--- src/rtl/gc_pkg.sv ---
package gc_pkg;

    //////////////////////////////
    // Widths

    // Instruction id, up to eight in flight
    localparam int ID_W = 3;

    // PCs and trap values
    localparam int XLEN = 32;

    //////////////////////////////
    // Issue operations

    // Only the ops the control unit reacts to
    typedef enum logic [1:0] {
        OP_NORMAL  = 2'd0,
        OP_FENCE_I = 2'd1,
        OP_MRET    = 2'd2,
        OP_SFENCE  = 2'd3
    } gc_op_t;

    //////////////////////////////
    // Exception causes

    // Encodings follow the mcause values
    typedef enum logic [3:0] {
        EXC_INSTR_MISALIGNED = 4'd0,
        EXC_ILLEGAL          = 4'd2,
        EXC_LOAD_MISALIGNED  = 4'd4,
        EXC_STORE_MISALIGNED = 4'd6,
        EXC_ECALL            = 4'd11
    } exc_code_t;

    //////////////////////////////
    // Control states

    typedef enum logic [2:0] {
        ST_RESET,
        ST_PRE_CLEAR,
        ST_INIT_CLEAR,
        ST_IDLE,
        ST_TLB_CLEAR,
        ST_DRAIN,
        ST_DISCARD
    } gc_state_t;

endpackage

--- src/rtl/inflight_tracker.sv ---
module inflight_tracker (
    input  logic                      clk,
    input  logic                      rst,
    input  logic                      issue_valid,
    input  logic [gc_pkg::XLEN-1:0]   issue_pc,
    input  logic                      retire,
    output logic [gc_pkg::ID_W-1:0]   next_id,
    output logic [gc_pkg::ID_W-1:0]   oldest_id,
    output logic [gc_pkg::XLEN-1:0]   oldest_pc,
    output logic [gc_pkg::ID_W:0]     inflight_count
);

    localparam int DEPTH = 2 ** gc_pkg::ID_W;

    // PC of every id in flight
    logic [gc_pkg::XLEN-1:0] pc_ring [DEPTH];
    logic [gc_pkg::ID_W-1:0] issue_ptr;
    logic [gc_pkg::ID_W-1:0] retire_ptr;

    //////////////////////////////
    // Pointers and count

    // Ids handed out and retired in order, pointers wrap
    always_ff @(posedge clk) begin
        if (rst) begin
            issue_ptr      <= '0;
            retire_ptr     <= '0;
            inflight_count <= '0;
        end else begin
            if (issue_valid)
                issue_ptr <= issue_ptr + 1'b1;
            if (retire)
                retire_ptr <= retire_ptr + 1'b1;
            // Issue and retire together leave the count alone
            case ({issue_valid, retire})
                2'b10:   inflight_count <= inflight_count + 1'b1;
                2'b01:   inflight_count <= inflight_count - 1'b1;
                default: inflight_count <= inflight_count;
            endcase
        end
    end

    // Issue PC capture
    always_ff @(posedge clk) begin
        if (issue_valid)
            pc_ring[issue_ptr] <= issue_pc;
    end

    assign next_id   = issue_ptr;
    assign oldest_id = retire_ptr;
    assign oldest_pc = pc_ring[retire_ptr];

    //////////////////////////////
    // Checks

    // Retire with nothing in flight
    retire_empty_a: assert property (@(posedge clk) disable iff (rst)
        retire |-> inflight_count != '0)
        else $error("retire with empty pipeline");

    // Ninth issue only legal if a slot frees the same cycle
    issue_full_a: assert property (@(posedge clk) disable iff (rst)
        issue_valid && inflight_count[gc_pkg::ID_W] |-> retire)
        else $error("issue with all ids in flight");

endmodule

--- src/rtl/exception_arbiter.sv ---
module exception_arbiter #(
    parameter int NUM_EXC_SOURCES = 2
) (
    input  logic                                             clk,
    input  logic                                             rst,
    input  logic [NUM_EXC_SOURCES-1:0]                       exc_valid,
    input  gc_pkg::exc_code_t [NUM_EXC_SOURCES-1:0]          exc_code,
    input  logic [NUM_EXC_SOURCES-1:0][gc_pkg::ID_W-1:0]     exc_id,
    input  logic [NUM_EXC_SOURCES-1:0][gc_pkg::XLEN-1:0]     exc_tval,
    input  logic [gc_pkg::ID_W-1:0]                          oldest_id,
    input  logic                                             exc_ack,
    output logic                                             sel_valid,
    output gc_pkg::exc_code_t                                sel_code,
    output logic [gc_pkg::XLEN-1:0]                          sel_tval
);

    // Sources whose pending exception belongs to the oldest id
    logic [NUM_EXC_SOURCES-1:0] id_match;

    //////////////////////////////
    // Id compare

    // One comparator per source, cheap at this source count
    generate
        for (genvar i = 0; i < NUM_EXC_SOURCES; i++) begin : g_match
            assign id_match[i] = exc_valid[i] && (exc_id[i] == oldest_id);
        end
    endgenerate

    //////////////////////////////
    // Selection

    // Lowest matching index wins
    // Walk from the top so the lowest hit is written last
    always_comb begin
        sel_valid = 1'b0;
        sel_code  = gc_pkg::EXC_ILLEGAL;
        sel_tval  = '0;
        for (int i = NUM_EXC_SOURCES - 1; i >= 0; i--) begin
            if (id_match[i]) begin
                sel_valid = 1'b1;
                sel_code  = exc_code[i];
                sel_tval  = exc_tval[i];
            end
        end
    end

    //////////////////////////////
    // Source protocol

    // Exception must stay raised and unchanged until the ack pulse
    // Ack comes from the control unit one cycle after the trap
    generate
        for (genvar i = 0; i < NUM_EXC_SOURCES; i++) begin : g_hold_chk
            exc_hold_a: assert property (@(posedge clk) disable iff (rst)
                exc_valid[i] && !exc_ack |=>
                    exc_ack || (exc_valid[i] && $stable(exc_id[i])
                                && $stable(exc_code[i]) && $stable(exc_tval[i])))
                else $error("source %0d dropped or changed exception before ack", i);
        end
    endgenerate

endmodule

--- src/rtl/gc_unit.sv ---
module gc_unit #(
    parameter int                      INIT_CLEAR_DEPTH = 64,
    parameter int                      TLB_CLEAR_DEPTH  = 16,
    parameter logic [gc_pkg::XLEN-1:0] RESET_VECTOR     = 32'h0000_0100
) (
    input  logic                      clk,
    input  logic                      rst,
    input  logic                      issue_valid,
    input  gc_pkg::gc_op_t            issue_op,
    input  logic [gc_pkg::XLEN-1:0]   issue_pc,
    input  logic [gc_pkg::XLEN-1:0]   epc,
    input  logic [gc_pkg::XLEN-1:0]   trap_vector,
    input  logic [gc_pkg::ID_W:0]     inflight_count,
    input  logic                      interrupt_pending,
    input  logic                      sel_valid,
    output logic                      fetch_hold,
    output logic                      issue_hold,
    output logic                      fetch_flush,
    output logic                      pc_override,
    output logic [gc_pkg::XLEN-1:0]   pc,
    output logic                      init_clear,
    output logic                      tlb_flush,
    output logic                      suppress_writeback,
    output logic                      trap_valid,
    output logic                      exc_ack,
    output logic                      mret,
    output logic                      interrupt_taken
);

    // Counter sized for the longer sweep
    localparam int MAX_DEPTH = (INIT_CLEAR_DEPTH > TLB_CLEAR_DEPTH) ?
                               INIT_CLEAR_DEPTH : TLB_CLEAR_DEPTH;
    localparam int CNT_W = $clog2(MAX_DEPTH) + 1;
    localparam logic [gc_pkg::XLEN-1:0] INSTR_BYTES = 4;

    gc_pkg::gc_state_t state;
    gc_pkg::gc_state_t next_state;

    logic [CNT_W-1:0] clear_cnt;
    logic             init_clear_done;
    logic             tlb_clear_done;
    logic             pipe_empty;
    logic             trap_window;
    logic             op_redirect;
    logic             op_sfence;
    logic             op_is_mret;

    //////////////////////////////
    // Issue decode

    // Only IDLE lets issue through, holds cover the rest
    assign op_is_mret  = issue_valid && (issue_op == gc_pkg::OP_MRET);
    assign op_redirect = op_is_mret || (issue_valid && (issue_op == gc_pkg::OP_FENCE_I));
    assign op_sfence   = issue_valid && (issue_op == gc_pkg::OP_SFENCE);

    assign pipe_empty = (inflight_count == '0);

    // States where a trap or interrupt may be taken
    assign trap_window = (state == gc_pkg::ST_IDLE) || (state == gc_pkg::ST_DRAIN);

    // Oldest instruction has a matching exception
    assign trap_valid = sel_valid && !pipe_empty && trap_window;

    // Nothing left in flight, safe to redirect
    assign interrupt_taken = interrupt_pending && pipe_empty && trap_window;

    //////////////////////////////
    // State machine

    always_ff @(posedge clk) begin
        if (rst)
            state <= gc_pkg::ST_RESET;
        else
            state <= next_state;
    end

    always_comb begin
        next_state = state;
        case (state)
            gc_pkg::ST_RESET:      next_state = gc_pkg::ST_PRE_CLEAR;
            gc_pkg::ST_PRE_CLEAR:  next_state = gc_pkg::ST_INIT_CLEAR;
            gc_pkg::ST_INIT_CLEAR: begin
                if (init_clear_done)
                    next_state = gc_pkg::ST_IDLE;
            end
            gc_pkg::ST_IDLE: begin
                // Trap beats everything else arriving the same cycle
                if (trap_valid)
                    next_state = gc_pkg::ST_DISCARD;
                else if (op_redirect || interrupt_pending)
                    next_state = gc_pkg::ST_DRAIN;
                else if (op_sfence)
                    next_state = gc_pkg::ST_TLB_CLEAR;
            end
            gc_pkg::ST_TLB_CLEAR: begin
                if (tlb_clear_done)
                    next_state = gc_pkg::ST_IDLE;
            end
            gc_pkg::ST_DRAIN: begin
                if (pipe_empty)
                    next_state = gc_pkg::ST_IDLE;
                else if (trap_valid)
                    next_state = gc_pkg::ST_DISCARD;
            end
            // Younger instructions retire with writeback blocked
            gc_pkg::ST_DISCARD: begin
                if (pipe_empty)
                    next_state = gc_pkg::ST_IDLE;
            end
            default: next_state = gc_pkg::ST_RESET;
        endcase
    end

    //////////////////////////////
    // Sweep counter

    // Shared by init and TLB sweeps, cleared on the way back to IDLE
    always_ff @(posedge clk) begin
        if (rst || next_state == gc_pkg::ST_IDLE)
            clear_cnt <= '0;
        else if (next_state inside {gc_pkg::ST_INIT_CLEAR, gc_pkg::ST_TLB_CLEAR})
            clear_cnt <= clear_cnt + 1'b1;
    end

    // Depths are powers of two, one bit marks the end
    assign init_clear_done = clear_cnt[$clog2(INIT_CLEAR_DEPTH)];
    assign tlb_clear_done  = clear_cnt[$clog2(TLB_CLEAR_DEPTH)];

    //////////////////////////////
    // Registered controls

    always_ff @(posedge clk) begin
        if (rst) begin
            fetch_hold         <= 1'b1;
            issue_hold         <= 1'b1;
            init_clear         <= 1'b0;
            tlb_flush          <= 1'b0;
            suppress_writeback <= 1'b0;
            pc_override        <= 1'b0;
            exc_ack            <= 1'b0;
            mret               <= 1'b0;
        end else begin
            // Interrupt redirect cycle stays held even when leaving DRAIN
            fetch_hold <= interrupt_taken ||
                          next_state inside {gc_pkg::ST_PRE_CLEAR, gc_pkg::ST_INIT_CLEAR,
                                             gc_pkg::ST_DRAIN};
            issue_hold <= interrupt_taken ||
                          next_state inside {gc_pkg::ST_PRE_CLEAR, gc_pkg::ST_INIT_CLEAR,
                                             gc_pkg::ST_TLB_CLEAR, gc_pkg::ST_DRAIN,
                                             gc_pkg::ST_DISCARD};
            suppress_writeback <= next_state inside {gc_pkg::ST_PRE_CLEAR,
                                                     gc_pkg::ST_INIT_CLEAR,
                                                     gc_pkg::ST_DISCARD};
            init_clear <= next_state == gc_pkg::ST_INIT_CLEAR;
            tlb_flush  <= next_state == gc_pkg::ST_TLB_CLEAR;
            // Redirect one cycle after its cause
            pc_override <= op_redirect || trap_valid || interrupt_taken ||
                           (state == gc_pkg::ST_PRE_CLEAR);
            exc_ack <= trap_valid;
            // A trap or interrupt in the same cycle wins over the return
            mret <= op_is_mret && !trap_valid && !interrupt_taken;
        end
    end

    // Redirect target
    always_ff @(posedge clk) begin
        if (trap_valid || interrupt_taken)
            pc <= trap_vector;
        else if (state == gc_pkg::ST_PRE_CLEAR)
            pc <= RESET_VECTOR;
        else if (op_is_mret)
            pc <= epc;
        else
            pc <= issue_pc + INSTR_BYTES;
    end

    // Front end flushes whenever it is redirected
    assign fetch_flush = pc_override;

    //////////////////////////////
    // Checks

    // Every redirect cause is a single-cycle event
    pc_override_pulse_a: assert property (@(posedge clk) disable iff (rst)
        pc_override |=> !pc_override)
        else $error("pc_override high in two consecutive cycles");

endmodule

--- src/rtl/gc_top.sv ---
module gc_top #(
    parameter int                      NUM_EXC_SOURCES  = 2,
    parameter int                      INIT_CLEAR_DEPTH = 64,
    parameter int                      TLB_CLEAR_DEPTH  = 16,
    parameter logic [gc_pkg::XLEN-1:0] RESET_VECTOR     = 32'h0000_0100
) (
    input  logic                                          clk,
    input  logic                                          rst,
    // Issue and retire
    input  logic                                          issue_valid,
    input  gc_pkg::gc_op_t                                issue_op,
    input  logic [gc_pkg::XLEN-1:0]                       issue_pc,
    input  logic                                          retire,
    output logic [gc_pkg::ID_W-1:0]                       next_id,
    output logic [gc_pkg::ID_W-1:0]                       oldest_id,
    output logic [gc_pkg::ID_W:0]                         inflight_count,
    // Exception sources
    input  logic [NUM_EXC_SOURCES-1:0]                    exc_valid,
    input  gc_pkg::exc_code_t [NUM_EXC_SOURCES-1:0]       exc_code,
    input  logic [NUM_EXC_SOURCES-1:0][gc_pkg::ID_W-1:0]  exc_id,
    input  logic [NUM_EXC_SOURCES-1:0][gc_pkg::XLEN-1:0]  exc_tval,
    output logic                                          exc_ack,
    // CSR side
    input  logic [gc_pkg::XLEN-1:0]                       epc,
    input  logic [gc_pkg::XLEN-1:0]                       trap_vector,
    input  logic                                          interrupt_pending,
    output logic                                          interrupt_taken,
    output logic                                          mret,
    output logic                                          trap_valid,
    output gc_pkg::exc_code_t                             trap_code,
    output logic [gc_pkg::XLEN-1:0]                       trap_tval,
    output logic [gc_pkg::XLEN-1:0]                       trap_pc,
    // Pipeline controls
    output logic                                          fetch_hold,
    output logic                                          issue_hold,
    output logic                                          fetch_flush,
    output logic                                          pc_override,
    output logic [gc_pkg::XLEN-1:0]                       pc,
    output logic                                          init_clear,
    output logic                                          tlb_flush,
    output logic                                          suppress_writeback
);

    // Arbiter hit on the oldest id
    logic sel_valid;

    //////////////////////////////
    // Id tracking

    // Oldest PC doubles as the trap PC
    inflight_tracker u_tracker (
        .clk            (clk),
        .rst            (rst),
        .issue_valid    (issue_valid),
        .issue_pc       (issue_pc),
        .retire         (retire),
        .next_id        (next_id),
        .oldest_id      (oldest_id),
        .oldest_pc      (trap_pc),
        .inflight_count (inflight_count)
    );

    //////////////////////////////
    // Exception selection

    exception_arbiter #(
        .NUM_EXC_SOURCES (NUM_EXC_SOURCES)
    ) u_arbiter (
        .clk       (clk),
        .rst       (rst),
        .exc_valid (exc_valid),
        .exc_code  (exc_code),
        .exc_id    (exc_id),
        .exc_tval  (exc_tval),
        .oldest_id (oldest_id),
        .exc_ack   (exc_ack),
        .sel_valid (sel_valid),
        .sel_code  (trap_code),
        .sel_tval  (trap_tval)
    );

    //////////////////////////////
    // Global control

    gc_unit #(
        .INIT_CLEAR_DEPTH (INIT_CLEAR_DEPTH),
        .TLB_CLEAR_DEPTH  (TLB_CLEAR_DEPTH),
        .RESET_VECTOR     (RESET_VECTOR)
    ) u_gc_unit (
        .clk                (clk),
        .rst                (rst),
        .issue_valid        (issue_valid),
        .issue_op           (issue_op),
        .issue_pc           (issue_pc),
        .epc                (epc),
        .trap_vector        (trap_vector),
        .inflight_count     (inflight_count),
        .interrupt_pending  (interrupt_pending),
        .sel_valid          (sel_valid),
        .fetch_hold         (fetch_hold),
        .issue_hold         (issue_hold),
        .fetch_flush        (fetch_flush),
        .pc_override        (pc_override),
        .pc                 (pc),
        .init_clear         (init_clear),
        .tlb_flush          (tlb_flush),
        .suppress_writeback (suppress_writeback),
        .trap_valid         (trap_valid),
        .exc_ack            (exc_ack),
        .mret               (mret),
        .interrupt_taken    (interrupt_taken)
    );

endmodule

--- config.mk ---
export PLATFORM = sky130hd
export DESIGN_NAME = gc_top
export DESIGN_NICKNAME = d
export VERILOG_FILES = /design/src/rtl/gc_pkg.sv /design/src/rtl/inflight_tracker.sv /design/src/rtl/exception_arbiter.sv /design/src/rtl/gc_unit.sv /design/src/rtl/gc_top.sv
export SDC_FILE = /design/constraint.sdc
export NUM_CORES = 1
export LEC_CHECK = 0
export ABC_CLOCK_PERIOD_IN_PS = 2950
export BUFFER_PORTS_ARGS = -buffer_cell sky130_fd_sc_hd__buf_2
export CAP_MARGIN = 40
export CORE_AREA = 2 2 168 170
export CTS_CLUSTER_SIZE = 30
export DETAILED_ROUTE_END_ITERATION = 10
export DIE_AREA = 0 0 170 172
export GPL_TIMING_DRIVEN = 0
export PLACE_DENSITY = 0.74
export SLEW_MARGIN = 20
export SYNTH_ARGS = -nofsm -noshare
export SYNTH_HDL_FRONTEND = slang
export SYNTH_SLANG_ARGS = --single-unit
export TNS_END_PERCENT = 30
--- constraint.sdc ---
create_clock -name clk -period 2.95 [get_ports clk]
set_clock_uncertainty 0.1 [all_clocks]
set_input_delay 0.1475 -clock clk [delete_from_list [all_inputs] [get_ports clk]]
set_output_delay 0.1475 -clock clk [all_outputs]
set_load 0.01 [all_outputs]
Yosys cells after proc, flatten, opt, wreduce, memory -nomap -nowiden:

Memories as Yosys holds them, arrays and structs flattened. A register that Yosys moved wholly into a read port is not among the register bits.
Cells that the tools add are included.

* RAM bits: 256
* input bits: 183
* word-level logic and storage cells: 94
* flip-flop bits (word level): 60
* memories: 1
* output and inout bits: 121

Memories
* u_tracker.pc_ring: depth 8, bits a word 32, rd ports 1, clocked after memory_dff 1, wr ports 1, line inflight_tracker.sv:16 `logic [gc_pkg::XLEN-1:0] pc_ring [DEPTH];`

* eq/ne operators: 19
* mux-type cells: 23
* $add $sub $neg: 6
* reduce and logical (&&, ||, !) cells: 31

Operators by type and width (number)
* $mux 32: 5
* $add 32x3->32 const B: 1
* $mux 3: 10
* $pmux 3 s7: 1
* $eq 3x3->1 const B: 6
* $eq 3x2->1 const B: 4
* $logic_and 1x1->1: 11
* $logic_or 1x1->1: 10
* $mux 4: 2
* $pmux 4 s2: 1
* $add 7x1->7 const B: 1
* $add 3x1->3 const B: 2
* $eq 2x2->1 const B: 3
* $eq 3x1->1 const B: 2
* $eq 3x3->1: 2
* $reduce_bool 3->1: 2
* $reduce_bool 5->1: 1
* $add 4x1->4 const B: 1
* $eq 2x1->1 const B: 2
* $logic_not 4->1: 1
* $mux 1: 4
* $reduce_bool 2->1: 2
* $sub 4x1->4 const B: 1
* $logic_not 1->1: 3
* $logic_not 3->1: 1

Longest topological paths before layout:

* depth in word-level cells: 12
* depth in mapped cells: 9
* depth with buffers taken out: 8

Cells and area by module:

Synthesis repeated with hierarchy kept, for this count alone.

* cells, all modules: 954
* area total of the unflattened synthesis: 14330.0 um^2

Modules (own cells, without submodules)
* inflight_tracker: sequential area each 7947.6 um^2, cells an instance 439, area each 10377.5 um^2, instances 1
* gc_unit: sequential area each 1001.0 um^2, cells an instance 346, area each 2777.7 um^2, instances 1
* exception_arbiter: sequential area each 0.0 um^2, cells an instance 169, area each 1174.9 um^2, instances 1

Worst setup path after synthesis:

OpenSTA, ideal clock, no wires.

* path type: register to register
* start point: register u_tracker.issue_ptr (netlist bit u_tracker.next_id[2])
* end point: memory u_tracker.pc_ring[0][0] (netlist bit) (enable)
* period minus slack after synthesis: 3.317 ns
* library setup time: 0.461 ns
* cell stages (with the launch flop): 3
* path buffers: 0
* setup slack: -0.367 ns
* arrival time: 2.756 ns
* data required time: 2.389 ns
* cell sequence: dfxtp_1 > nand2b_1 > nor3_1

RTL lines
* from (decl): line inflight_tracker.sv:17 `logic [gc_pkg::ID_W-1:0] issue_ptr;`
* from (signal assigned): line inflight_tracker.sv:31 `issue_ptr <= issue_ptr + 1'b1;`
* to (decl): line inflight_tracker.sv:16

No word-level cell before the write port.

==> metrics <==
run status=finished, final reports clean; Die W=170 um; Mapped Cells=840; IO Pins=304; Routed Antenna Nets=0; VDD IR max=approximately 0.36 mV; Yosys warnings=0; Slew HR=around 42%; PnR worst setup slack=between 0.02 and 0.03 ns; WL/cell=23.6 um; vias=between 9000 and 10000; Post-route DRC=0; Hold Vio Cnt, Final=0; CTS Buffer Depth=3; starting density of the core=48.2%; Core Footprint=0.0275 mm2; post-synth top area share=58.0%; Lkg Pwr=6.65 nW; endpoint class of the critical path=primary output; drt initial violations=779; Worst Setup Start Kind=flop; Worst Hold Depth=5; IO buf count=302; clk_lat worst skew=0.52 ns; top cells by area, synth=edfxtp_1 58%, mux4_2 11%, dfxtp_1 9.5%; Setup WS pre-CTS=-0.0764 ns; global route overflow=0; Period minus WS final=2.92 ns; Hold Path Class=input port to flop; post-CTS setup buffers=0; Setup violations, final=0; CP Data Arrival Time=about 2.7 ns; DIE AREA=0.0292 mm2; Syn-to-layout area delta=33.6%; max cap viols=0; Yosys top cell by area=edfxtp_1; Total Routing Usage GR=26.8%; Root Driver=clkbuf_16; crit-path max FO=10; top_reg_cell synth=edfxtp_1; worst slew pin tran=just under 0.9 ns; clock sink total=319; r2r worst-path depth=9; fmax=342 MHz; fin util=64.4%; initial antenna violation count=3; Post-synth EDFFs=approximately 260; Reg2Reg Setup Slack=~0.09 ns; Worst Path Required=2.70 ns; kind of critical path=flop to primary output; Synth Area per Inst=about 16 um2; share of post-route cells with drive strength above 1=37.9%; Num CTS Buffers=34; final WL=between 30000 and 40000 um; end of the worst hold path=u_gc_unit.fetch_hold$_SDFF_PP1_; Power Density=627 mW/mm2; global-route wire length before repair=57000 um; hold path startpoint=interrupt_pending; most frequent cell after synthesis=edfxtp_1; max-slew violation count=0; number of global-route vias before repair=9645; CTS H-tree depth=2; final worst-path cycle share=99.1%; Site Rows=between 60 and 70; pin count of the biggest net entering global routing=20; Commonest cells post-synth=256 x edfxtp_1, 64 x mux4_2, 63 x dfxtp_1; CTS tree=done; Nets=1490; async set-reset flop share out of synthesis=0%; Reg-to-Reg Start=u_tracker.oldest_id[0]$_SDFFE_PP0P_; Reg clk slew, reported paths=0.06 ns; drt first pass iters=5; TNS Setup=0 ns; via/cell ratio=5.68; Filler cells=1941; syn_nets=1031; reg2reg end=u_gc_unit.pc[1]$_DFF_P_; DP Cell Count=1511; non-filler cells, final=1672; Cell Area, Synth=0.0132 mm2; Final Wtd Congestion=around 0.91; Die Y=172 um; unrepaired setup endpoints after global routing=yes; post-synth cell types=45; register area share after synthesis=roughly two thirds; Seq cells post-synth=about 320; dpl hpwl=~27000 um
==> worst max path at each step <==
| stage | from | to | slack, ns | depth (start not counted) |
|---|---|---|---|---|
| final | flop | trap_pc[24] | 0.03 | 4 |
| after global routing | u_tracker.oldest_id[0]$_SDFFE_PP0P_ | u_gc_unit.pc[1]$_DFF_P_ | -0.05 | 9 |
| after CTS | flop | trap_pc[29] | 0.004 | 4 |
| after detailed placement | u_tracker.oldest_id[0]$_SDFFE_PP0P_ | u_gc_unit.pc[19]$_DFF_P_ | -0.08 | 8 |
| after global placement | issue_valid | u_tracker.pc_ring[4][7]$_DFFE_PP_ | -2.62 | 3 |
| after floorplan | u_tracker.next_id[2]$_SDFFE_PP0P_ | u_tracker.pc_ring[4][0]$_DFFE_PP_ | -0.35 | 2 |
==> kinds of logic (layout without fill, tap and decap cells) <==
| kind of cell | Yosys count | after routing | share of synthesized area [%] |
|---|---|---|---|
| fa+ha+maj | 8 | 8 | 0.812 |
| flops | 319 | 319 | 67.6 |
| compound gates | 132 | 132 | 6.68 |
| buf+inv | 58 | 542 | 1.76 |
| xor+xnor | 44 | 44 | 2.91 |
| mux | 102 | 102 | 14.1 |
| simple gates | 177 | 177 | 6.23 |
| other cells | 0 | 2 | 0 |
==> state kept, by name (all words and copies together) (netlist names), named ones only <==
signal,cells
u_tracker.oldest_id,3
u_gc_unit.fetch_flush,1
u_tracker.pc_ring,256
u_gc_unit.init_clear,1
u_gc_unit.pc,32
u_gc_unit.fetch_hold,1
u_gc_unit.mret,1
u_gc_unit.suppress_writeback,1
u_gc_unit.tlb_flush,1
u_gc_unit.exc_ack,1
u_tracker.inflight_count,4
u_gc_unit.clear_cnt,7
u_gc_unit.issue_hold,1
u_gc_unit.state,3
u_tracker.next_id,3
==> placed cells by master, fill, tap and decap left out, types with 6 or more instances in the layout <==
| cell | netlist | final |
|---|---|---|
| xor2_1 | 17 | 17 |
| a22o_1 | 46 | 46 |
| nand2_1 | 52 | 52 |
| clkbuf_2 | 0 | 13 |
| or3_1 | 6 | 6 |
| and3_1 | 10 | 10 |
| mux4_2 | 64 | 64 |
| buf_6 | 1 | 8 |
| nor2_4 | 0 | 7 |
| clkbuf_16 | 0 | 35 |
| a21oi_1 | 26 | 25 |
| buf_2 | 3 | 308 |
| mux2i_1 | 6 | 6 |
| edfxtp_1 | 256 | 256 |
| nor2_1 | 53 | 46 |
| dlygate4sd3_1 | 0 | 99 |
| inv_1 | 11 | 11 |
| nand4_1 | 11 | 11 |
| clkbuf_1 | 33 | 28 |
| buf_16 | 0 | 6 |
| o21ai_0 | 46 | 46 |
| mux2_2 | 32 | 32 |
| xnor2_1 | 27 | 27 |
| dfxtp_1 | 63 | 62 |
| ha_1 | 7 | 7 |
| clkinv_1 | 0 | 8 |
| nand3_1 | 17 | 17 |
==> worst max-delay path: stages, from the launching register on <==
cell	delay [ns]
dfxtp_1	0.71
clkbuf_1	0.59
mux4_2	0.41
mux2_2	0.30
buf_2	0.15
==> routing by layer <==
metal	GRT usage (%)	part of all wire [%]	vias up
li1	-	-	4212
met1	31.8	37	4657
met2	46.4	50	532
met3	5.65	8.0	101
met4	13.7	5.3	2
met5	0	0.033	-
==> timing repair <==
action / 4_1_cts / 5_1_grt
gates resized for setup: 12 / 9
hold endpoints to repair: 300 / 0
hold buffers: 99 / 0
pin swaps: 0 / 1
setup endpoints to repair: 71 / 41
==> report_power, final <==
part	internal, mW	total, mW	switching (mW)
combinational	0.832	1.82	0.987
clock	2.36	4.09	1.73
sequential	5.09	5.19	0.102
==> metrics by stage <==
stage                     instance area [um2]  total power, mW  hold slack [ns]
after CTS                               17700             11.1           0.0147
final                                   17700             11.1           0.0371
after detailed placement                15600             6.95            0.250
after floorplan                         13300             6.16            0.127
after global placement                  15200             6.87            0.241
after global routing                    17700             11.5           0.0418
==> layout make-up <==
| type | count | area (um2) | share of cell area [%] |
|---|---|---|---|
| Clock inverter | 19 | 158 | 0.891 |
| Inverter | 12 | 45.0 | 0.254 |
| Sequential cell | 319 | 8950 | 50.6 |
| Multi-Input combinational cell | 463 | 4140 | 23.4 |
| Tap cell | 346 | 433 | 2.45 |
| Clock buffer | 42 | 902 | 5.10 |
| Buffer | 44 | 196 | 1.11 |
| Antenna cell | 2 | 5.00 | 0.0283 |
| Timing Repair Buffer | 425 | 2870 | 16.2 |
Power figures use the tool's default switching activity.
